File: src/rtl/axi_rd_pkg.sv
// AXI4 read-channel types and constants shared by the reader, the top level and the memory model
`default_nettype none

package axi_rd_pkg;

	// Channel payload widths
	typedef logic [31:0] axi_addr_t;
	typedef logic [31:0] axi_data_t;
	typedef logic [7:0]  axi_len_t;
	typedef logic [1:0]  axi_resp_t;

	// Fixed AR sideband fields
	typedef logic [2:0] axi_size_t;
	typedef logic [1:0] axi_burst_t;
	typedef logic [3:0] axi_cache_t;
	typedef logic [2:0] axi_prot_t;
	typedef logic [3:0] axi_qos_t;

	localparam int AXI_BURST_LEN      = 16;
	localparam int AXI_BYTES_PER_BEAT = 4;

	localparam axi_size_t  AXI_SIZE_4B    = 3'd2;
	localparam axi_burst_t AXI_BURST_INCR = 2'b01;

endpackage

`default_nettype wire

File: src/rtl/img_pkg.sv
// Pixel, image-dimension and line-buffer index types used by the frame reader blocks
`default_nettype none

package img_pkg;

	localparam int IMG_WBITS     = 12;
	localparam int LB_INDEX_BITS = 10;

	typedef logic [7:0] pixel_t;

	// Image dimensions
	typedef logic [IMG_WBITS-1:0] img_width_t;
	typedef logic [IMG_WBITS-1:0] img_height_t;

	// One line-buffer entry holds one bus word
	typedef logic [LB_INDEX_BITS-1:0] lb_index_t;

	// Equals data width over pixel width
	localparam int PIXELS_PER_WORD = 2 ** (IMG_WBITS - LB_INDEX_BITS);

endpackage

`default_nettype wire

File: src/rtl/line_reader.sv
// AXI4 burst read master, fetches one image line per start-of-line into the line buffer
`timescale 1ns/1ps
`default_nettype none

module line_reader #(
	parameter int C_IMG_WBITS        = 12,
	parameter int C_WRITE_INDEX_BITS = 10,
	parameter int C_M_AXI_BURST_LEN  = 16
) (
	input  wire                        M_AXI_ACLK,
	input  wire                        M_AXI_ARESETN,
	input  wire                        soft_resetn,
	output logic                       resetting,

	input  wire img_pkg::img_width_t   img_width,

	input  wire                        sol,
	input  wire axi_rd_pkg::axi_addr_t line_addr,
	output logic                       end_of_line_pulse,

	output axi_rd_pkg::axi_data_t      wr_data,
	output img_pkg::lb_index_t         wr_addr,
	output logic                       wr_en,

	output axi_rd_pkg::axi_addr_t      M_AXI_ARADDR,
	output axi_rd_pkg::axi_len_t       M_AXI_ARLEN,
	output axi_rd_pkg::axi_size_t      M_AXI_ARSIZE,
	output axi_rd_pkg::axi_burst_t     M_AXI_ARBURST,
	output logic                       M_AXI_ARLOCK,
	output axi_rd_pkg::axi_cache_t     M_AXI_ARCACHE,
	output axi_rd_pkg::axi_prot_t      M_AXI_ARPROT,
	output axi_rd_pkg::axi_qos_t       M_AXI_ARQOS,
	output logic                       M_AXI_ARVALID,
	input  wire                        M_AXI_ARREADY,

	input  wire axi_rd_pkg::axi_data_t M_AXI_RDATA,
	input  wire axi_rd_pkg::axi_resp_t M_AXI_RRESP,
	input  wire                        M_AXI_RLAST,
	input  wire                        M_AXI_RVALID,
	output logic                       M_AXI_RREADY
);

	import axi_rd_pkg::*;
	import img_pkg::*;

	// Shift from a pixel count to a word count
	localparam int PIX_SHIFT = C_IMG_WBITS - C_WRITE_INDEX_BITS;
	localparam logic [C_IMG_WBITS-1:0] WORD_PIX = C_IMG_WBITS'(PIXELS_PER_WORD);
	localparam logic [C_IMG_WBITS-1:0] FULL_BURST_PIX =
		C_IMG_WBITS'(C_M_AXI_BURST_LEN * PIXELS_PER_WORD);
	localparam axi_addr_t BURST_BYTES = axi_addr_t'(C_M_AXI_BURST_LEN * AXI_BYTES_PER_BEAT);
	localparam axi_len_t  FULL_LEN    = axi_len_t'(C_M_AXI_BURST_LEN - 1);

	axi_addr_t                     araddr_q;
	axi_len_t                      arlen_q;
	logic                          arvalid_q;
	logic                          burst_active;
	logic                          rnext;
	logic                          burst_done;
	logic                          start_burst;
	logic                          sol_d1;
	logic                          lining;
	logic                          eol_q;
	logic                          soft_resetn_d1;
	logic                          resetting_q;
	logic [C_IMG_WBITS-1:0]        cols_left;
	logic [C_IMG_WBITS-1:0]        tail_words;
	logic [C_WRITE_INDEX_BITS-1:0] wr_idx;

	assign rnext       = M_AXI_RVALID && M_AXI_RREADY;
	assign burst_done  = rnext && M_AXI_RLAST;
	assign tail_words  = cols_left >> PIX_SHIFT;
	// Next burst once the previous one has fully returned
	assign start_burst = lining && !burst_active && (cols_left != '0) && soft_resetn;

	// Beats of an aborted line are dropped, response codes are not inspected
	assign wr_data = M_AXI_RDATA;
	assign wr_addr = wr_idx;
	assign wr_en   = rnext && soft_resetn && !resetting_q;

	assign M_AXI_ARADDR  = araddr_q;
	assign M_AXI_ARLEN   = arlen_q;
	assign M_AXI_ARSIZE  = AXI_SIZE_4B;
	assign M_AXI_ARBURST = AXI_BURST_INCR;
	assign M_AXI_ARLOCK  = 1'b0;
	assign M_AXI_ARCACHE = '0;
	assign M_AXI_ARPROT  = '0;
	assign M_AXI_ARQOS   = '0;
	assign M_AXI_ARVALID = arvalid_q;
	assign M_AXI_RREADY  = burst_active;

	assign resetting         = resetting_q;
	assign end_of_line_pulse = eol_q;

	// ----------------------------------------------------------------------
	// Soft reset tracking
	// ----------------------------------------------------------------------

	always_ff @(posedge M_AXI_ACLK) begin
		if (!M_AXI_ARESETN) begin
			soft_resetn_d1 <= 1'b0;
		end else begin
			soft_resetn_d1 <= soft_resetn;
		end
	end

	// Held while an open burst drains after an abort
	always_ff @(posedge M_AXI_ACLK) begin
		if (!M_AXI_ARESETN) begin
			resetting_q <= 1'b1;
		end else if (!burst_active || burst_done) begin
			resetting_q <= 1'b0;
		end else if (soft_resetn_d1 && !soft_resetn) begin
			resetting_q <= 1'b1;
		end
	end

	// ----------------------------------------------------------------------
	// Read address channel
	// ----------------------------------------------------------------------

	always_ff @(posedge M_AXI_ACLK) begin
		if (!M_AXI_ARESETN) begin
			arvalid_q    <= 1'b0;
			burst_active <= 1'b0;
		end else begin
			if (start_burst) begin
				arvalid_q <= 1'b1;
			end else if (M_AXI_ARREADY) begin
				arvalid_q <= 1'b0;
			end
			if (start_burst) begin
				burst_active <= 1'b1;
			end else if (burst_done) begin
				burst_active <= 1'b0;
			end
		end
	end

	// Only the last burst of a line can be short
	always_ff @(posedge M_AXI_ACLK) begin
		if (sol) begin
			araddr_q <= line_addr;
		end else if (burst_done) begin
			araddr_q <= araddr_q + BURST_BYTES;
		end
		if (start_burst) begin
			if (cols_left >= FULL_BURST_PIX) begin
				arlen_q <= FULL_LEN;
			end else begin
				arlen_q <= axi_len_t'(tail_words - 1'b1);
			end
		end
	end

	// ----------------------------------------------------------------------
	// Line progress
	// ----------------------------------------------------------------------

	always_ff @(posedge M_AXI_ACLK) begin
		if (!M_AXI_ARESETN || !soft_resetn) begin
			cols_left <= '0;
			sol_d1    <= 1'b0;
		end else begin
			sol_d1 <= sol;
			if (sol) begin
				cols_left <= img_width;
			end else if (rnext && cols_left != '0) begin
				cols_left <= cols_left - WORD_PIX;
			end
		end
	end

	always_ff @(posedge M_AXI_ACLK) begin
		if (!M_AXI_ARESETN) begin
			wr_idx <= '0;
		end else if (sol) begin
			wr_idx <= '0;
		end else if (rnext) begin
			wr_idx <= wr_idx + 1'b1;
		end
	end

	// Line ends when nothing is left and no burst is open
	always_ff @(posedge M_AXI_ACLK) begin
		if (!M_AXI_ARESETN) begin
			lining <= 1'b0;
			eol_q  <= 1'b0;
		end else begin
			eol_q <= lining && !burst_active && (cols_left == '0);
			if (sol_d1) begin
				lining <= 1'b1;
			end else if (!burst_active && cols_left == '0) begin
				lining <= 1'b0;
			end
		end
	end

endmodule

`default_nettype wire

File: config.mk
export PLATFORM = sky130hd
export DESIGN_NAME = line_reader
export DESIGN_NICKNAME = d
export VERILOG_FILES = /design/src/rtl/axi_rd_pkg.sv /design/src/rtl/img_pkg.sv /design/src/rtl/line_reader.sv
export SDC_FILE = /design/constraint.sdc
export NUM_CORES = 1
export LEC_CHECK = 0
export BUFFER_PORTS_ARGS = -buffer_cell sky130_fd_sc_hd__buf_2
export CAP_MARGIN = 5
export CORE_MARGIN = 10
export CORE_UTILIZATION = 33
export CTS_BUF_LIST = sky130_fd_sc_hd__clkbuf_16
export DETAILED_ROUTE_END_ITERATION = 10
export HOLD_SLACK_MARGIN = 0.05
export SYNTH_ARGS = -nofsm -noshare
export SYNTH_HDL_FRONTEND = slang
export SYNTH_SLANG_ARGS = --single-unit
export TNS_END_PERCENT = 50
File: constraint.sdc
create_clock -name M_AXI_ACLK -period 2.3 [get_ports M_AXI_ACLK]
set_input_delay 0.23 -clock M_AXI_ACLK [delete_from_list [all_inputs] [get_ports M_AXI_ACLK]]
set_output_delay 0.23 -clock M_AXI_ACLK [all_outputs]
set_load 0.1 [all_outputs]
After elaboration in Yosys (flattened, before gate mapping)
Index checks and enable logic that the tools add are counted.
{"block": "word_totals", "wordCells": 55, "in_bits": 85, "regBits": 69, "out_inout_bits": 104}
{"block": "classes", "n_reduce_logical": 26, "magnitude_cmp": 1, "n_bitwise": 1, "add_sub_neg": 4, "muxes": 12}
{"cell": "$mux W32", "n": 2}
{"cell": "$add A32 B7 Y32 const B", "n": 1}
{"cell": "$mux W12", "n": 2}
{"cell": "$ge A12 B7 Y1 const B", "n": 1}
{"cell": "$logic_not A12 Y1", "n": 1}
{"cell": "$reduce_bool A12 Y1", "n": 1}
{"cell": "$reduce_bool A2 Y1", "n": 6}
{"cell": "$sub A12 B3 Y12 const B", "n": 1}
{"cell": "$logic_and A1 B1 Y1", "n": 11}
{"cell": "$add A10 B1 Y10 const B", "n": 1}
{"cell": "$mux W1", "n": 8}
{"cell": "$sub A8 B1 Y8 const B", "n": 1}
{"cell": "$logic_not A1 Y1", "n": 4}
{"cell": "$logic_or A1 B1 Y1", "n": 2}
{"cell": "$reduce_or A2 Y1", "n": 1}
{"cell": "$not A1 Y1", "n": 1}

Logic depth before layout (Yosys ltp)
{"block": "logic_depth", "ltp_word": 5, "ltp_mapped": 8, "depth_no_buf": 7}

Worst setup path before layout
Ideal clock, no wire load.
{"block": "synth_path", "path_kind": "register -> output", "startpoint": "register burst_active (netlist: M_AXI_RREADY)", "endpoint": "output wr_en", "required_ps": 2070, "path_stages_with_launch": 4, "arrival_time_ps": 3583, "n_path_buf": 1, "slack_ps": -1513, "cell_sequence": "dfxtp_1 > nand2_1 > buf_6 > nor3b_1"}
{"block": "synth_between", "elab_chain_len": 3}
{"item": "start, declared", "line_no": "line_reader.sv:57", "source": "logic burst_active;"}
{"item": "start signal, assigned", "line_no": "line_reader.sv:125", "source": "burst_active <= 1'b0;"}
{"item": "start signal, assigned", "line_no": "line_reader.sv:133", "source": "burst_active <= 1'b1;"}
{"item": "start signal, assigned", "line_no": "line_reader.sv:135", "source": "burst_active <= 1'b0;"}
{"item": "$logic_and A1 B1 Y1", "line_no": "line_reader.sv:70", "source": "assign rnext = M_AXI_RVALID && M_AXI_RREADY;"}
{"item": "$logic_and A1 B1 Y1 (2 in series)", "line_no": "line_reader.sv:79", "source": "assign wr_en = rnext && soft_resetn && !resetting_q;"}
{"item": "end, declared", "line_no": "line_reader.sv:23", "source": "output logic wr_en,"}
Every way passes these cells.

Worst setup path after layout
{"block": "layout_path", "startpoint": "register cols_left[6]", "endpoint": "register cols_left[3]"}
{"block": "layout_between", "elab_chain_len": 3}
{"item": "start, declared", "line_no": "line_reader.sv:66", "source": "logic [C_IMG_WBITS-1:0] cols_left;"}
{"item": "start signal, assigned", "line_no": "line_reader.sv:167", "source": "cols_left <= img_width;"}
{"item": "start signal, assigned", "line_no": "line_reader.sv:169", "source": "cols_left <= cols_left - WORD_PIX;"}
{"item": "$reduce_bool A12 Y1", "line_no": "line_reader.sv:168", "source": "end else if (rnext && cols_left != '0) begin"}
{"item": "$logic_and A1 B1 Y1", "line_no": "line_reader.sv:168"}
{"item": "$reduce_bool A2 Y1 (no source line)"}
Every way passes these cells.
A chain may end at the register's enable or synchronous reset.

==> out/results.md <==
| Quantity | Value |
|---|---|
| Worst-case clock buffer depth | 2 |
| Clock tree from TritonCTS | built |
| Pin count of the biggest net entering global routing | 65 |
| Hold violation total from the final report | 0 |
| Total wirelength of the detailed-routed design | 9540 um |
| Cells along the critical path | or4_4 -> and4b_1 -> nor2_4 -> a211o_1 -> a21oi_2 |
| Worst-skew pair later-pin latency | 330 ps |
| Reg2reg start | cols_left[6] |
| Wire length the detailed router placed on met1 | 3890 um |
| Hold bufs inserted after CTS | 0 |
| Filler cell count | 1163 |
| Number of design-rule violations left by the first detailed-router iteration | 168 |
| Total overflow reported by the global router | 0 |
| CP startpoint | cols_left[6] |
| Root buf cell | clkbuf_16 |
| Ratio of cells with drive above 1 in the final layout | 29.0% |
| Net count, final | 556 |
| Delay of the slowest cell on the worst path | 580 ps |
| Worst Setup Path Type | reg2reg |
| Number of setup violations in the final report | 0 |
| Simple-gate share of the synthesized area | 19.0% |
| Core utilization of the finished layout | 39.7% |
| Reg2reg path depth | 5 |
| Number of buffers added by the clock tree synthesis step | 9 |
| RSZ-0062 raised after global routing | no |
| FFs w/ async S/R, synth | 0% |
| Top-level I/O count | 189 |
| Actual slew at the worst max-slew pin | 512 ps |
| Port buffer count | 105 |
| Final worst path period need | 2020 ps |
| Post-synth top area share | 31.6% |
| Final standard cell count with taps included and fillers excluded | 615 |
| R2r endpoint | cols_left[3] |
| # DRC | 0 |
| Post-cts gate resize count | 0 |
| Post-detailed-route count of antenna-violating nets | 0 |
| Vias per inst | 4.63 |
| Routed vias | 2849 |
| Achievable Freq | 494 MHz |
| Worst setup timing slack at the placement stage | 297 ps |
| Sink Count | 69 |
| Category of the worst setup path capture point | flip-flop |
| Maximum Capacitance Violations | 0 |
| Leading cell types in the layout, fill and taps excluded | buf_2 (105), nand2_1 (45), edfxtp_1 (40), dfxtp_1 (28), nor2_1 (28) |
| Area of the mapped netlist | 3800 um2 |
| Critical Path Fanout Max | 8 |
| Max-slew headroom | 65.8% |
| Total non-filler cell area in the finished layout | 4520 um2 |
| Post-CTS setup repair buffer count | 0 |
| Cells after DPL | 599 |
| CP Launch Type | flip-flop |
| Endpoint with the worst hold slack | resetting |
| Status | completed |
| Num rows | 39 |
| Area Growth Syn to Fin | 18.8% |
| Path category of the worst min-delay check | in2reg |
| Post-synth cell types | 43 |
| Post-DR wirelength/cell | 15.5 um |
| Post-synthesis sequential element count | 69 |
| Met3 WL | 953 um |
| Maximum vdd drop | 0.293 mV |
| Area fraction in compound gates after synthesis | 8.56% |
| Number of global-route vias before repair | 3085 |
| Share of cell area taken by muxes after synthesis | 1.38% |
| GRT Total Usage | 11.6% |
| Hold Path Cell Cnt | 2 |
| Sequential-to-total area share from yosys stat | 46.9% |
| Total length of routed met2 wires | 4540 um |
| R2R Setup Slk | 280 ps |
| Diodes inserted | 0 |
| H-tree level count | 3 |
| Wire length of the first global-routing pass | 15500 um |
| Period Utilization, post-route | 88.0% |
| Data required time of the worst path | 2560 ps |
| P_leak | 1.94 nW |
| Weighted congestion at the end of routability-driven global placement | 0.802 |
| Most common cell after layout, fill and taps aside | buf_2 |
| Cell with the largest stage delay on the worst path | or4_4 |
| Synth Area in XOR/XNOR | 9.45% |
| Arrival time reported for the critical path endpoint | 2280 ps |
| Count of flip-flops with a built-in enable after synthesis | 40 |
| Die extent in y | 127 um |
| Total iterations of the first detailed-routing run | 4 |
| Share of synthesized cell area in full adder, half adder and majority cells | 1.32% |
| Dominant combinational cell family by area after synthesis | simple AND/OR/NAND/NOR gates |
| DR top layer | met5 |
| Gate Count Post-Synth | 400 |
| Maximum clock skew at final layout | 4.95 ps |
| Top area cells in the synthesized netlist | edfxtp_1 (32%), dfxtp_1 (15%), buf_4 (9.7%) |
| Cell type with the highest aggregate area in the netlist | edfxtp_1 |
| Post-DP HPWL | 7300 um |
| Source of the worst hold timing path | M_AXI_ARESETN |
| Area inside the core boundary | 11400 um2 |
| Worst hold slack | 153 ps |
| Die footprint | 16200 um2 |
| Worst setup margin | 276 ps |
| Power per cell area | 807 nW/um2 |
| Clk slew on worst S/H paths | 60 ps |
| Synthesized area per cell | 9.50 um2 |
| Post-placement cell area | 4210 um2 |
| Final Slew Violations | 0 |
| Antenna violations before repair | 1 |
| Yosys warning count | 0 |
| Flip-flop cell with the highest count after synthesis | edfxtp_1 |
| Starting Density | 33.4% |
| Die X | 127 um |
registers in the layout, summed over array words and instances (netlist names), 8 cells and up:
| register | count |
|---|---|
| M_AXI_ARADDR | 32 |
| M_AXI_ARLEN | 8 |
| cols_left | 12 |
| wr_addr | 10 |
synthesized netlist by cell type (3+ instances only):
cell / n
buf_4: 49
nand2_1: 45
edfxtp_1: 40
dfxtp_1: 29
nor2_1: 28
o21ai_0: 26
xnor2_1: 21
xor2_1: 20
clkbuf_1: 16
nand3_1: 15
inv_1: 13
nor3_1: 10
o21a_1: 10
a21oi_1: 9
and2_1: 8
nand4_1: 7
nor4_1: 5
and3_1: 4
ha_1: 4
and4_1: 3
and4b_1: 3
mux2i_1: 3
nand2b_1: 3
or3_1: 3
logic make-up after synthesis:
kind of cell,count (synthesis)
flip-flops,69
AO/OA/AOI/OAI,54
other,2
buffers and inverters,81
multiplexers,5
AND/OR/NAND/NOR,144
XOR/XNOR,41
adder cells (fa/ha/maj),4
routing by layer:
layer,vias up,global-route usage [%]
met2,95,18.9
met5,-,0
li1,1433,-
met1,1291,13.4
met4,2,3.75
met3,28,5.25
how the worst max path moves through the flow:
stage	end	slack, ps	depth (start not counted)
final	cols_left[3]	280	5
after global routing	cols_left[3]	140	7
after CTS	cols_left[3]	280	5
after detailed placement	cols_left[3]	300	5
after global placement	cols_left[3]	310	5
after floorplan	M_AXI_ARADDR[31]	-230	6
worst max-delay path, delay by kind of cell (launching register included):
family,cells,cell delay [ps]
and+or+nand+nor,3,1140
DFF,1,360
AOI/OAI and AO/OA,2,450
stage by stage:
stage	setup TNS, ps	total power, mW
3_3_place_gp	0	2.25
6_report	0	3.65
2_1_floorplan	-2870	2.40
5_1_grt	0	3.79
4_1_cts	0	3.68
3_5_place_dp	0	2.26
cell type report:
cell class | count | area, um2 | share of cell area [%]
clock inverter | 6 | 52.6 | 1.16
tap | 143 | 179 | 3.96
clock buffer | 10 | 250 | 5.54
timing repair buffer | 109 | 568 | 12.6
multi-input combinational | 265 | 1640 | 36.2
inverter | 13 | 48.8 | 1.08
sequential | 69 | 1780 | 39.5
report_power, final:
group,leakage [nW],switching [mW],total (mW),internal (mW)
Clock,0.160,0.521,1.41,0.892
Combinational,1.16,0.636,0.790,0.154
Sequential,0.621,0.0594,1.44,1.38
(Power assumes the default switching activity.)
