--- src/rtl/axi_rd_pkg.sv ---
// AXI4 read-channel types and constants shared by the reader, the top level and the memory model
`default_nettype none

package axi_rd_pkg;

	// Channel payload widths
	typedef logic [31:0] axi_addr_t;
	typedef logic [31:0] axi_data_t;
	typedef logic [7:0]  axi_len_t;
	typedef logic [1:0]  axi_resp_t;

	// Fixed AR sideband fields
	typedef logic [2:0] axi_size_t;
	typedef logic [1:0] axi_burst_t;
	typedef logic [3:0] axi_cache_t;
	typedef logic [2:0] axi_prot_t;
	typedef logic [3:0] axi_qos_t;

	localparam int AXI_BURST_LEN      = 16;
	localparam int AXI_BYTES_PER_BEAT = 4;

	localparam axi_size_t  AXI_SIZE_4B    = 3'd2;
	localparam axi_burst_t AXI_BURST_INCR = 2'b01;

endpackage

`default_nettype wire

--- src/rtl/img_pkg.sv ---
// Pixel, image-dimension and line-buffer index types used by the frame reader blocks
`default_nettype none

package img_pkg;

	localparam int IMG_WBITS     = 12;
	localparam int LB_INDEX_BITS = 10;

	typedef logic [7:0] pixel_t;

	// Image dimensions
	typedef logic [IMG_WBITS-1:0] img_width_t;
	typedef logic [IMG_WBITS-1:0] img_height_t;

	// One line-buffer entry holds one bus word
	typedef logic [LB_INDEX_BITS-1:0] lb_index_t;

	// Equals data width over pixel width
	localparam int PIXELS_PER_WORD = 2 ** (IMG_WBITS - LB_INDEX_BITS);

endpackage

`default_nettype wire

--- src/rtl/frame_sequencer.sv ---
// Frame-level line sequencer, steps line addresses and hands each line from fetch to drain
`timescale 1ns/1ps
`default_nettype none

module frame_sequencer #(
	parameter int C_IMG_WBITS = 12
) (
	input  wire                        M_AXI_ACLK,
	input  wire                        M_AXI_ARESETN,
	input  wire                        soft_resetn,
	input  wire                        start,

	input  wire axi_rd_pkg::axi_addr_t frame_base,
	input  wire axi_rd_pkg::axi_addr_t line_stride,
	input  wire img_pkg::img_width_t   img_width,
	input  wire img_pkg::img_height_t  img_height,

	output logic                       sol,
	output axi_rd_pkg::axi_addr_t      line_addr,
	input  wire                        end_of_line_pulse,

	output logic                       drain_start,
	output img_pkg::lb_index_t         drain_words,
	output logic                       drain_last_line,
	input  wire                        drain_done,

	output logic                       busy
);

	import img_pkg::*;

	typedef enum logic [1:0] {
		IDLE,
		FETCH,
		DRAIN,
		NEXT
	} seq_state_t;

	seq_state_t             state;
	logic [C_IMG_WBITS-1:0] line_cnt;
	logic                   last_line;

	assign last_line   = (line_cnt + 1'b1) == img_height;
	assign drain_words = lb_index_t'(img_width >> $clog2(PIXELS_PER_WORD));
	// NEXT lasts one cycle and is the start-of-line pulse
	assign sol         = (state == NEXT);
	assign busy        = (state != IDLE);

	always_ff @(posedge M_AXI_ACLK) begin
		if (!M_AXI_ARESETN || !soft_resetn) begin
			state           <= IDLE;
			line_cnt        <= '0;
			drain_start     <= 1'b0;
			drain_last_line <= 1'b0;
		end else begin
			drain_start <= 1'b0;
			case (state)
				IDLE: begin
					if (start) begin
						line_cnt <= '0;
						state    <= NEXT;
					end
				end
				NEXT: begin
					state <= FETCH;
				end
				FETCH: begin
					if (end_of_line_pulse) begin
						drain_start     <= 1'b1;
						drain_last_line <= last_line;
						state           <= DRAIN;
					end
				end
				DRAIN: begin
					if (drain_done) begin
						if (drain_last_line) begin
							state <= IDLE;
						end else begin
							line_cnt <= line_cnt + 1'b1;
							state    <= NEXT;
						end
					end
				end
				default: state <= IDLE;
			endcase
		end
	end

	// Line address, held stable between steps
	always_ff @(posedge M_AXI_ACLK) begin
		if (state == IDLE && start) begin
			line_addr <= frame_base;
		end else if (state == DRAIN && drain_done && !drain_last_line) begin
			line_addr <= line_addr + line_stride;
		end
	end

endmodule

`default_nettype wire

--- config.mk ---
export PLATFORM = sky130hd
export DESIGN_NAME = frame_sequencer
export DESIGN_NICKNAME = d
export VERILOG_FILES = /design/src/rtl/axi_rd_pkg.sv /design/src/rtl/img_pkg.sv /design/src/rtl/frame_sequencer.sv
export SDC_FILE = /design/constraint.sdc
export NUM_CORES = 1
export LEC_CHECK = 0
export BUFFER_PORTS_ARGS = -buffer_cell sky130_fd_sc_hd__buf_2
export CAP_MARGIN = 25
export CORE_MARGIN = 2
export CORE_UTILIZATION = 52
export DETAILED_ROUTE_END_ITERATION = 10
export GPL_TIMING_DRIVEN = 0
export HOLD_SLACK_MARGIN = 0.05
export PLACE_DENSITY = 0.82
export SLEW_MARGIN = 0
export SYNTH_ARGS = -nofsm -noshare
export SYNTH_HDL_FRONTEND = slang
export SYNTH_SLANG_ARGS = --single-unit
--- constraint.sdc ---
create_clock -name M_AXI_ACLK -period 4.3 [get_ports M_AXI_ACLK]
set_clock_uncertainty 0.05 [all_clocks]
set_input_delay 1.29 -clock M_AXI_ACLK [delete_from_list [all_inputs] [get_ports M_AXI_ACLK]]
set_output_delay 1.29 -clock M_AXI_ACLK [all_outputs]
set_load 0.02 [all_outputs]
## Word-level counts from Yosys, hierarchy flattened

Cells that the tools add are included.

| storage, ports and cells | value |
|---|---|
| register bits | 48 |
| output and inout bits | 46 |

| cells by class | value |
|---|---|
| add/sub/neg operators | 2 |
| equal/unequal tests | 8 |
| mux-type cells | 12 |
| bitwise operators | 1 |
| reductions and logical operators | 15 |

Operators with widths:

| operator | count |
|---|---|
| $mux 32 | 2 |
| $mux 12 | 3 |
| $add 32x32->32 | 1 |
| $pmux 12 s2 | 1 |
| $add 12x1->12 const B | 1 |
| $eq 12x12->1 | 1 |
| $mux 2 | 4 |
| $ne 2x2->1 const B | 4 |
| $pmux 2 s4 | 1 |
| $reduce_bool 2->1 | 3 |
| $eq 2x2->1 const B | 2 |
| $reduce_and 4->1 | 1 |
| $logic_and 1x1->1 | 3 |
| $logic_not 1->1 | 3 |
| $reduce_and 3->1 | 1 |
| $eq 2x1->1 const B | 1 |
| $logic_not 2->1 | 1 |
| $reduce_and 2->1 | 1 |
| $reduce_or 2->1 | 1 |
| $logic_or 1x1->1 | 1 |
| $mux 1 | 1 |
| $not 1->1 | 1 |

## Longest topological paths before layout

Gate-level depths: netlist of the first run.

| depth | value |
|---|---|
| depth in word-level cells | 5 |
| mapped depth | 10 |
| mapped depth without buffers | 10 |

## Worst setup path after synthesis of the first run

OpenSTA, ideal clock, no wires.

| timing | value |
|---|---|
| path type | input-to-reg |
| start | input line_stride[0] |
| end | register line_addr[30] (data pin) |
| arrival time | 3.182 ns |
| path slack | 0.812 ns |
| cell stages on the path | 10 |
| path buffers | 0 |
| cell sequence | ha_1 fa_1 a21oi_2 o21ai_2 o21ai_2 o31a_4 or4_4 nand3_2 o211ai_1 o22a_1 |

| between the ends | value |
|---|---|
| longest elaborated chain between the ends | 3 |

RTL lines:

| what | RTL line | text |
|---|---|---|
| from (decl) | frame_sequencer.sv:14 | `input wire axi_rd_pkg::axi_addr_t line_stride,` |
| $add 32x32->32 | frame_sequencer.sv:94 | `line_addr <= line_addr + line_stride;` |
| $mux 32 | frame_sequencer.sv:93 | `end else if (state == DRAIN && drain_done && !drain_last_line) begin` |
| $mux 32 | frame_sequencer.sv:91 | `if (state == IDLE && start) begin` |
| to (signal assigned) | frame_sequencer.sv:92 | `line_addr <= frame_base;` |
| to (signal assigned) | frame_sequencer.sv:94 |  |
| to (decl) | frame_sequencer.sv:19 | `output axi_rd_pkg::axi_addr_t line_addr,` |

Every way passes these cells. The select of a mux whose other input is x is not followed.
A chain may end at the register's enable or synchronous reset.

## Final worst setup path of the first run

| timing | value |
|---|---|
| start | input line_stride[11] |
| end | register line_addr[29] (data pin) |

The elaborated chain is that of the path after synthesis.

==> results of run 1 <==
-- cells in the final DEF, fill, tap and decap left out, types with 9 or more instances in the layout --
cell,n
sky130_fd_sc_hd__a21oi_1,52
sky130_fd_sc_hd__o21ai_0,36
sky130_fd_sc_hd__buf_2,127
sky130_fd_sc_hd__inv_1,13
sky130_fd_sc_hd__a21o_1,20
sky130_fd_sc_hd__nand3_1,19
sky130_fd_sc_hd__clkbuf_1,15
sky130_fd_sc_hd__nor3_1,13
sky130_fd_sc_hd__dfxtp_1,16
sky130_fd_sc_hd__edfxtp_1,32
sky130_fd_sc_hd__xnor2_1,17
sky130_fd_sc_hd__a31oi_1,9
sky130_fd_sc_hd__nand2_1,44
sky130_fd_sc_hd__ha_1,32
sky130_fd_sc_hd__xor2_1,23
sky130_fd_sc_hd__buf_4,13
sky130_fd_sc_hd__nor2_1,46
-- cell families after synthesis --
| group | synth area share (%) |
|---|---|
| flip-flops | 30.5 |
| AO/OA/AOI/OAI | 25.1 |
| XOR/XNOR | 8.33 |
| AND/OR/NAND/NOR | 19.5 |
| buffers and inverters | 6.28 |
| adder cells (fa/ha/maj) | 10.0 |
| multiplexers | 0.268 |
-- power by group through the flow --
stage | Clock, mW | Combinational, mW | Sequential (mW)
after floorplan | 0 | 0.638 | 0.703
after global placement | 0 | 0.926 | 0.629
after detailed placement | 0 | 0.957 | 0.633
after CTS | 0.296 | 0.964 | 0.622
after global routing | 0.318 | 1.06 | 0.629
final | 0.294 | 0.977 | 0.622
-- cell type report --
| type | count | area, um^2 |
|---|---|---|
| buffer | 33 | 211 |
| clock buffer | 7 | 86.3 |
| clock inverter | 1 | 6.26 |
| fill | 672 | 2680 |
| inverter | 14 | 52.6 |
| multi-input combinational | 402 | 2660 |
| sequential | 48 | 1280 |
| tap | 102 | 128 |
| timing repair buffer | 128 | 663 |
-- layer usage --
metal	vias up	global-route usage, %	part of all wire, %
met2	178	43.8	48
met3	32	4.49	7.3
met1	1928	30.5	41
li1	2087	-	-
met4	2	10.6	2.9
met5	-	0	0.096
-- worst min-delay path by stage --
stage	start	endpoint	slack, ps	cells past startpoint
detailed placement	line_cnt[1]	line_cnt[1]	440	2
global placement	line_cnt[1]	line_cnt[1]	420	2
finish	line_cnt[1]	line_cnt[1]	460	2
CTS	line_cnt[1]	line_cnt[1]	450	2
floorplan	line_cnt[1]	line_cnt[1]	410	2
global route	line_cnt[1]	line_cnt[1]	490	2
-- registers in the layout, summed over array words and instances, names as in the netlist --
signal / cells
drain_last_line: 1
drain_start: 1
line_addr: 32
line_cnt: 12
state: 2
-- worst register-to-register path, cell delays in order, from the launching register on --
cell and delay (ps):
sky130_fd_sc_hd__dfxtp_1 320, sky130_fd_sc_hd__clkbuf_1 280, sky130_fd_sc_hd__nand2b_1 200, sky130_fd_sc_hd__nor2_1 120
sky130_fd_sc_hd__a21oi_1 440, sky130_fd_sc_hd__clkinv_1 860, sky130_fd_sc_hd__nand3_1 300, sky130_fd_sc_hd__o21ai_0 120
sky130_fd_sc_hd__a22oi_1 170, sky130_fd_sc_hd__nor2_1 50
==> implementation parameters, run 1 <==
Parameter                              Value

Logic synthesis
  Number of enable-type register cells in the synthesized netlist ... 32
  Gate count of the mapped netlist ... slightly below 500
  Synth area leaders ... sky130_fd_sc_hd__edfxtp_1 23%, sky130_fd_sc_hd__ha_1 9.5%, sky130_fd_sc_hd__dfxtp_1 7.6%
  Net Count, Synth ... about 620
  Number of distinct library cell variants in the gate-level netlist after synthesis ... 65
  Cell taking the most area after synthesis ... sky130_fd_sc_hd__edfxtp_1
  Number of flip-flops and latches in the synthesized netlist ... between 40 and 50
  Synthesized area per cell ... about 8.5 um^2
  Area share of the leading cell type in the synthesized netlist ... a little under a quarter
  Share of flip-flops with an asynchronous set or reset after synthesis ... 0%
  Mapped cell area ... around 0.0042 mm^2
  Ys flop type ... sky130_fd_sc_hd__edfxtp_1
  Ys Warns ... 0
  Fraction of the yosys area taken by sequential cells ... 30.5%
  Leading cell types by count after synthesis ... 52 x sky130_fd_sc_hd__a21oi_1, 46 x sky130_fd_sc_hd__nor2_1, 44 x sky130_fd_sc_hd__nand2_1, 36 x sky130_fd_sc_hd__o21ai_0
  Count leader, synth ... sky130_fd_sc_hd__a21oi_1

Clock tree
  Clock transition at the registers of the reported paths ... 100 ps
  Clk Latency, worst-skew pair ... 310 ps
  Post-cts repair resize count ... 0
  Number of clock buffers inserted by TritonCTS ... 5
  Setup Fix Bufs, Post-CTS ... 0
  Number of buffers on the longest clock path ... 2
  Buffer type at the clock tree root ... sky130_fd_sc_hd__clkbuf_8
  Clock tree from TritonCTS ... built
  CTS H-tree lvls ... 2
  Hold-fix buffer count after cts ... 0
  Number of clock sinks ... 48

Power and ir drop
  Part of the total power dissipated in combinational logic ... about half
  P_sw ... ~0.77 mW
  Power per cell area ... approximately 370 mW/mm^2
  Worst vdd ir ... approximately 150 uV
  Clk network pwr share ... between 15 and 20%
  Final Power ... approximately 1.9 mW
  Internal Power ... roughly 1.1 mW
  LEAKAGE ... 2.33 nW
  Sequential group share of total power ... 32.9%
  Net Sw Frac ... 40.7%

Setup path
  Cell with the largest stage delay on the worst path ... sky130_fd_sc_hd__or3_1
  Number of cells traversed by the worst register-to-register path ... 9
  Endpoint of the most critical register-to-register path ... line_cnt[2]
  Type of origin of the critical path ... input port
  Termination of the worst setup path ... line_addr[29]
  Launch point of the worst reg-to-reg path ... state[0]
  Worst Path Max Fanout ... 7
  Data arrival time of the worst path ... around 3600 ps
  CP peak stage delay ... 340 ps
  Worst-path cell chain ... buf_2 > ha_1 > clkbuf_1 > and4_1 > o211ai_1 > a21oi_2 > nor3_1 > o21ai_1 > a21oi_1 > and4b_1 > or3_1
  Buf+Inv Stages, Crit Path ... 2
  Type of the worst setup path ... input port to flop
  Type of element capturing the critical path ... flop
  Endpoint required time on the critical path ... 4310 ps
  CP startpoint ... line_stride[11]
  Register-to-register setup slack ... approximately 1300 ps
  CP delay by family, top ... simple AND/OR/NAND/NOR gates
  Count of cell instances traversed by the critical path ... 11

Timing
  Worst max-slew margin expressed relative to the limit ... between 40% and 50%
  Final-layout worst hold slack ... between 400 and 500 ps
  Total count of max-transition violations in the final report ... 0
  Maximum operating frequency ... ~280 MHz
  Setup repair after global routing missed its margin ... no
  Final clock period utilization by the worst path ... around 82%
  Pin slew with the least headroom to its limit ... 880 ps
  Final sum of negative setup slack ... 0 ps
  Final Hold Vio Count ... 0
  Tmin final ... 3540 ps
  Worst Slack Setup Final ... about 760 ps
  Final setup violating endpoints ... 0

Route
  Via count ... 4227
  DR vias/cell ... about 5.8
  Wirelength, routed ... between 10000 and 15000 um
  # DRC ... 0
  DRT Pass-1 Iters ... 5
  Initial DRC Count ... a little over 300
  Antenna Violating Nets Remaining ... 0
  Drt wl/cell ... between 15 and 20 um

Placed design
  Routability cong. ... ~0.94
  Half-perimeter wire length after detailed placement ... around 8900 um
  Placement-stage worst setup slack ... approximately 460 ps
  Cell total after placement ... 727
  I/O Buffers ... 127
  Placed instance area ... 0.00499 mm^2

Global routing
  Vias in the first global route ... a little under 4000
  Wire length of the first global-routing pass ... about 18000 um
  Largest net degree at the start of global routing ... 24
  Remaining Overflow, GRT ... 0
  Number of antenna violations at the first check in global routing ... 1
  Total Routing Usage GR ... 25.2%

Floorplanning
  Width of the die ... about 94 um
  Initial cell density of the core ... 54.1%
  Core Rows ... 32
  Die Footprint ... just under 0.009 mm^2
  # IOs ... 140
  Core region area ... ~0.008 mm^2
  Y dimension of the die ... ~94 um

Final layout
  Number of cells in the finished layout apart from fillers ... ~740
  Non-Filler Cell Area, Final ... 0.00509 mm^2
  Fraction of final layout cells with drive strength greater than 1 ... roughly 28%
  Layout overhead on the synthesized area ... 21.0%
  Final core utilization ... between 60% and 70%
  Count of nets after finishing ... around 760
  Antenna Diode Count ... 0

Flow run
  Number of maximum-capacitance violations ... 0

Worst hold path
  Path type of the worst min-delay path ... flop to flop

Outcome
  Status ... finished, final reports clean
Note: power is estimated with default switching activity, not from simulation.
==> run 2, diff against run 1 <==
ABC_AREA = 1   (was unset)
CORE_UTILIZATION = 47   (was 52)
PLACE_DENSITY = 0.78   (was 0.82)
clock period = 2.9 ns   (was 4.3 ns; I/O delays follow)
==> run 2 against run 1 <==
  * Critical path depth up 1
  * Critical endpoint is now line_addr[18]
  * Highest routed layer is now met4
  * Largest cell class unchanged
  * Largest power group unchanged
  * Power up 53%
  * Sequential cell count unchanged
==> implementation parameters, run 2 <==
Parameter                              Value

Power and ir drop
  Worst vdd ir ... around 270 uV
  Final Power ... slightly below 3 mW
  Power per cell area ... about 550 mW/mm^2
  LEAKAGE ... around 2.5 nW

Route
  # DRC ... 0
  DRT Pass-1 Iters ... 5
  DR vias/cell ... approximately 5.4
  Initial DRC Count ... approximately 360
  Antenna Violating Nets Remaining ... 0
  Drt wl/cell ... 14.5 um
  Wirelength, routed ... approximately 13000 um
  Via count ... around 4800

Timing
  Final sum of negative setup slack ... 0 ps
  Worst max-slew margin expressed relative to the limit ... around two fifths
  Pin slew with the least headroom to its limit ... between 800 and 900 ps
  Final Hold Vio Count ... 0
  Tmin final ... between 2000 and 3000 ps
  Final clock period utilization by the worst path ... approximately 95%
  Total count of max-transition violations in the final report ... 0
  Final-layout worst hold slack ... 446 ps
  Final setup violating endpoints ... 0
  Maximum operating frequency ... about 360 MHz
  Setup repair after global routing missed its margin ... no

Clock tree
  Clk Latency, worst-skew pair ... around 310 ps
  Buffer type at the clock tree root ... sky130_fd_sc_hd__clkbuf_8
  Clock transition at the registers of the reported paths ... 100 ps
  Number of buffers on the longest clock path ... 2
  Hold-fix buffer count after cts ... 0
  Number of clock sinks ... 48
  Number of clock buffers inserted by TritonCTS ... 5
  Clock tree from TritonCTS ... built
  CTS H-tree lvls ... 2

Floorplanning
  Core Rows ... 34
  Core region area ... between 0.008 and 0.009 mm^2
  # IOs ... 140
  Y dimension of the die ... approximately 100 um
  Die Footprint ... roughly 0.01 mm^2
  Initial cell density of the core ... between 40% and 50%
  Width of the die ... about 100 um

Logic synthesis
  Net Count, Synth ... just under 800
  Number of enable-type register cells in the synthesized netlist ... 32
  Leading cell types by count after synthesis ... 222 x sky130_fd_sc_hd__nand2_1, 65 x sky130_fd_sc_hd__nand3_1, 61 x sky130_fd_sc_hd__a21oi_1, 54 x sky130_fd_sc_hd__nor2_1, 48 x sky130_fd_sc_hd__inv_1
  Area share of the leading cell type in the synthesized netlist ... between 20 and 25%
  Ys flop type ... sky130_fd_sc_hd__edfxtp_1
  Number of flip-flops and latches in the synthesized netlist ... 48
  Number of distinct library cell variants in the gate-level netlist after synthesis ... 35
  Synthesized area per cell ... about 6.6 um^2
  Fraction of the yosys area taken by sequential cells ... just under 30%
  Mapped cell area ... between 0.004 and 0.005 mm^2
  Count leader, synth ... sky130_fd_sc_hd__nand2_1
  Ys Warns ... 0
  Gate count of the mapped netlist ... 651
  Share of flip-flops with an asynchronous set or reset after synthesis ... 0%
  Synth area leaders ... sky130_fd_sc_hd__edfxtp_1 22%, sky130_fd_sc_hd__nand2_1 19%, sky130_fd_sc_hd__ha_1 9.3%
  Cell taking the most area after synthesis ... sky130_fd_sc_hd__edfxtp_1

Final layout
  Most common cell after layout, fill and taps aside ... sky130_fd_sc_hd__nand2_1
  Highest-count cells in the layout ignoring fill and taps ... 222 x sky130_fd_sc_hd__nand2_1, 128 x sky130_fd_sc_hd__buf_2, 65 x sky130_fd_sc_hd__nand3_1, 60 x sky130_fd_sc_hd__a21oi_1, 54 x sky130_fd_sc_hd__nor2_1
  Fill cell instance count of the final layout ... 847
  Register with the most flip-flops ... line_addr
  Registers with the highest flip-flop counts ... line_addr: 32 flops, line_cnt: 12 flops, state: 2 flops
  Fraction of final layout cells with drive strength greater than 1 ... a little over a fifth
  Number of flip-flops in the largest register ... 32
  Non-Filler Cell Area, Final ... 0.00527 mm^2
  Antenna Diode Count ... 0
  Layout overhead on the synthesized area ... 22.1%
  Count of nets after finishing ... approximately 910

Global routing
  Number of antenna violations at the first check in global routing ... 0
  Vias in the first global route ... approximately 4500
  Largest net degree at the start of global routing ... 20
  Remaining Overflow, GRT ... 0
  Wire length of the first global-routing pass ... just over 20000 um
  Total Routing Usage GR ... about 26%

Placed design
  I/O Buffers ... between 100 and 150
  Placed instance area ... roughly 0.0051 mm^2
  Routability cong. ... roughly 0.95
  Half-perimeter wire length after detailed placement ... 10500 um

Setup path
  Worst Path Max Fanout ... 5
  Type of origin of the critical path ... input port
  Type of the worst setup path ... input port to flop
  Endpoint required time on the critical path ... just under 3000 ps
  Data arrival time of the worst path ... 2770 ps
  Type of element capturing the critical path ... flop

Outcome
  Status ... finished, final reports clean

Worst hold path
  Path type of the worst min-delay path ... flop to flop

Flow run
  Number of maximum-capacitance violations ... 0
run 2: cell count changes after synthesis, moves of 9 or more:
cell / before / now
sky130_fd_sc_hd__nand3b_1: 0 / 9
sky130_fd_sc_hd__a21oi_1: 52 / 61
sky130_fd_sc_hd__nand2_1: 44 / 222
sky130_fd_sc_hd__xor2_1: 23 / 2
sky130_fd_sc_hd__a21o_1: 20 / 2
sky130_fd_sc_hd__nand3_1: 19 / 65
sky130_fd_sc_hd__inv_1: 13 / 48
run 2: worst max-delay path: stages:
cell and delay, ps:
sky130_fd_sc_hd__buf_2 100, sky130_fd_sc_hd__ha_1 220, sky130_fd_sc_hd__fa_1 420, sky130_fd_sc_hd__nand2_1 90
sky130_fd_sc_hd__nand2_1 70, sky130_fd_sc_hd__nand3b_1 90, sky130_fd_sc_hd__nand2_1 150, sky130_fd_sc_hd__a21oi_2 230
sky130_fd_sc_hd__o21ai_0 170, sky130_fd_sc_hd__or2_0 240, sky130_fd_sc_hd__nand3_1 70, sky130_fd_sc_hd__nand2_1 50
run 2: cells by family (layout without fill, tap and decap cells):
kind of cell	count (synthesis)	after routing	synth area share, %
DFF	48	48	29.7
adders and majority gates	33	33	9.75
and+or+nand+nor	381	381	37.9
buffers and inverters	67	204	6.73
AOI/OAI and AO/OA	111	111	13.6
xor gates and xnor gates	11	11	2.23
run 2: per-stage QoR:
stage / util (%) / instances / setup WS, ps
2_1_floorplan: - / 651 / 256
3_3_place_gp: 57.7 / 886 / -191
3_5_place_dp: 58.0 / 887 / -206
4_1_cts: 59.7 / 895 / 117
5_1_grt: 59.8 / 896 / 20.3
6_report: 59.8 / 896 / 157
run 2: path summary, 6_finish.rpt:
| check | slack, ps | cells past startpoint | endpoint | from |
|---|---|---|---|---|
| max | 160 | 12 | line_addr[18] | line_stride[0] |
| max reg2reg | 370 | 11 | line_addr[18] | line_addr[0] |
| min reg2reg | 450 | 2 | line_cnt[11] | line_cnt[11] |
| min | 450 | 2 | line_cnt[11] | line_cnt[11] |
run 2: power breakdown:
group	switching, mW	internal (mW)
combinational	0.889	0.500
clock	0.262	0.328
sequential	0.0541	0.864
run 2: layer usage:
layer / part of all wire (%) / track usage, %
met1: 42 / 33.1
met4: 2.4 / 7.27
met3: 7.5 / 3.27
met2: 48 / 45.8
met5: 0 / 0
run 2: repair_timing:
action / 4_1_cts / 5_1_grt
endpoints found under the hold margin: 0 / 0
setup buffers: 0 / 1
setup endpoints to repair: 0 / 1
resized for setup: 0 / 1
run 2: cell type report:
| cell class | count | area [um^2] | share of cell area, % |
|---|---|---|---|
| clock buffers | 8 | 144 | 2.73 |
| repair buffers | 129 | 671 | 12.7 |
| flip-flops and latches | 48 | 1280 | 24.3 |
| inverters | 49 | 184 | 3.49 |
| plain buffers | 18 | 106 | 2.02 |
| multi-input cells | 536 | 2740 | 52.1 |
| well taps | 108 | 135 | 2.57 |
==> run 3, diff against run 2 <==
CELL_PAD_IN_SITES_DETAIL_PLACEMENT = 1   (was unset)
CELL_PAD_IN_SITES_GLOBAL_PLACEMENT = 1   (was unset)
CORE_UTILIZATION = 32   (was 47)
PLACE_DENSITY = 0.77   (was 0.78)
==> run 3 against run 2 <==
  * First-iteration DRC count down 55%
  * Register-to-register slack worse by 20 ps
  * Non-clock buffer count down 1
  * Design area up 1.5%
  * Critical path type unchanged
  * Sequential cell count unchanged
==> implementation parameters, run 3 (synthesis results as in run 2) <==
Parameter                              Value

Timing
  Final-layout worst hold slack ... between 400 and 500 ps
  Final Hold Vio Count ... 0
  Pin slew with the least headroom to its limit ... between 800 and 900 ps
  Final clock period utilization by the worst path ... between 90 and 100%
  Setup repair after global routing missed its margin ... no
  Total count of max-transition violations in the final report ... 0
  Tmin final ... 2800 ps
  Worst max-slew margin expressed relative to the limit ... about two fifths
  Maximum operating frequency ... 357 MHz
  Final setup violating endpoints ... 0

Floorplanning
  Width of the die ... 120 um
  Core Rows ... 42
  Die Footprint ... 0.0144 mm^2
  Initial cell density of the core ... 32.7%
  Y dimension of the die ... approximately 120 um
  # IOs ... 140
  Core region area ... ~0.013 mm^2

Global routing
  Vias in the first global route ... 5274
  Largest net degree at the start of global routing ... 20
  Remaining Overflow, GRT ... 0
  Wire length of the first global-routing pass ... about 25000 um
  Total Routing Usage GR ... ~22%
  Number of antenna violations at the first check in global routing ... 3

Route
  Drt wl/cell ... 16.1 um
  DR vias/cell ... between 5 and 6
  Antenna Violating Nets Remaining ... 0
  DRT Pass-1 Iters ... 4
  # DRC ... 0
  Wirelength, routed ... roughly 16000 um
  Initial DRC Count ... 160
  Via count ... just under 5000

Clock tree
  CTS H-tree lvls ... 2
  Clock transition at the registers of the reported paths ... roughly 70 ps
  Setup Fix Bufs, Post-CTS ... 0
  Number of clock buffers inserted by TritonCTS ... 5
  Clk Latency, worst-skew pair ... just over 300 ps
  Clock tree from TritonCTS ... built
  Number of buffers on the longest clock path ... 2
  Post-cts repair resize count ... 0
  Buffer type at the clock tree root ... sky130_fd_sc_hd__clkbuf_16
  Hold-fix buffer count after cts ... 0
  Number of clock sinks ... 48

Setup path
  Endpoint required time on the critical path ... approximately 2900 ps
  Type of element capturing the critical path ... flop
  CP delay by family, top ... simple AND/OR/NAND/NOR gates
  CP peak stage delay ... roughly 420 ps
  Worst Path Max Fanout ... 4
  Cell mode on critical path ... sky130_fd_sc_hd__nand2_1
  Data arrival time of the worst path ... 2820 ps
  Cell with the largest stage delay on the worst path ... sky130_fd_sc_hd__fa_1
  Worst-path cell chain ... buf_2 > ha_1 > fa_1 > nand2_1 > nand2_1 > and2_1 > a21oi_1 > o21ai_0 > nand2_1 > nand3_1 > nand3_1 > nand2_1
  Type of origin of the critical path ... input port
  Buf+Inv Stages, Crit Path ... 1
  Type of the worst setup path ... input port to flop

Power and ir drop
  LEAKAGE ... roughly 2.5 nW
  Power per cell area ... between 500 and 600 mW/mm^2
  P_sw ... around 1.3 mW
  Net Sw Frac ... a little over two fifths
  Worst vdd ir ... about 250 uV
  Part of the total power dissipated in combinational logic ... approximately half
  Final Power ... 2.95 mW
  Internal Power ... approximately 1.7 mW
  Sequential group share of total power ... 31.2%
  Clk network pwr share ... approximately a fifth

Final layout
  Count of nets after finishing ... about 910
  Sequential Area ... approximately 0.0013 mm^2
  Registers with the highest flip-flop counts ... line_addr: 32 flops, line_cnt: 12 flops, state: 2 flops
  Register with the most flip-flops ... line_addr
  Fraction of final layout cells with drive strength greater than 1 ... about a fifth
  Layout overhead on the synthesized area ... 24.0%
  Number of cells in the finished layout apart from fillers ... a little under 1000
  Number of flip-flops in the largest register ... 32
  Most common cell after layout, fill and taps aside ... sky130_fd_sc_hd__nand2_1
  Area of the multi-input gates ... about 0.0027 mm^2
  Highest-count cells in the layout ignoring fill and taps ... 222 x sky130_fd_sc_hd__nand2_1, 128 x sky130_fd_sc_hd__buf_2, 65 x sky130_fd_sc_hd__nand3_1, 59 x sky130_fd_sc_hd__a21oi_1, 54 x sky130_fd_sc_hd__nor2_1
  Fill cell instance count of the final layout ... 1774

Outcome
  Status ... finished, final reports clean

Worst hold path
  Path type of the worst min-delay path ... flop to flop

Flow run
  Number of maximum-capacitance violations ... 0

Placed design
  Routability cong. ... approximately 0.94
  Half-perimeter wire length after detailed placement ... around 13000 um
  I/O Buffers ... around 130
  Cell total after placement ... roughly 960
run 3: cell type report:
| class | count | area share (%) |
|---|---|---|
| Multi-Input combinational cell | 536 | 51.4 |
| Sequential cell | 48 | 24.0 |
| Timing Repair Buffer | 128 | 12.4 |
| Tap cell | 176 | 4.12 |
| Inverter | 49 | 3.44 |
| Clock buffer | 5 | 2.34 |
| Buffer | 18 | 1.99 |
| Clock inverter | 3 | 0.257 |
| Antenna cell | 2 | 0.0936 |
run 3: power by group through the flow:
stage	sequential, mW	clock, mW	combinational, mW
floorplan	1.03	0	0.846
global placement	0.930	0	1.35
detailed placement	0.935	0	1.41
CTS	0.919	0.619	1.42
global route	0.929	0.643	1.59
finish	0.918	0.601	1.43
run 3: worst paths after layout:
path	cells after the start	to	startpoint	slack, ps
hold reg to reg	2	line_cnt[11]	line_cnt[11]	440
setup / recovery	12	line_addr[28]	line_stride[0]	100
setup reg to reg	11	line_addr[28]	line_addr[0]	350
hold / removal	2	line_cnt[11]	line_cnt[11]	440
run 3: routing by layer:
metal | global-route usage (%) | routed length [um] | vias to the layer above
li1 | - | - | 2444
met3 | 3.99 | 646 | 22
met5 | 0 | 13 | -
met2 | 40.5 | 8020 | 104
met4 | 6.76 | 321 | 2
met1 | 25.1 | 6580 | 2319
run 3: stage by stage:
stage	area (um^2)	TNS, ps	setup WS (ps)	util (%)
after global placement	5170	-3520	-191	39.2
final	5350	0	99.9	40.5
after floorplan	4310	0	256	-
after CTS	5330	0	19.1	40.4
after detailed placement	5190	-1140	-287	39.4
after global routing	5340	0	8.61	40.5
run 3: worst register-to-register path: cells and delay by family, from the launching register on:
family	cells	cell delay [ps]
fa+ha+maj	2	650
flops	1	400
simple gates	7	770
compound gates	2	440
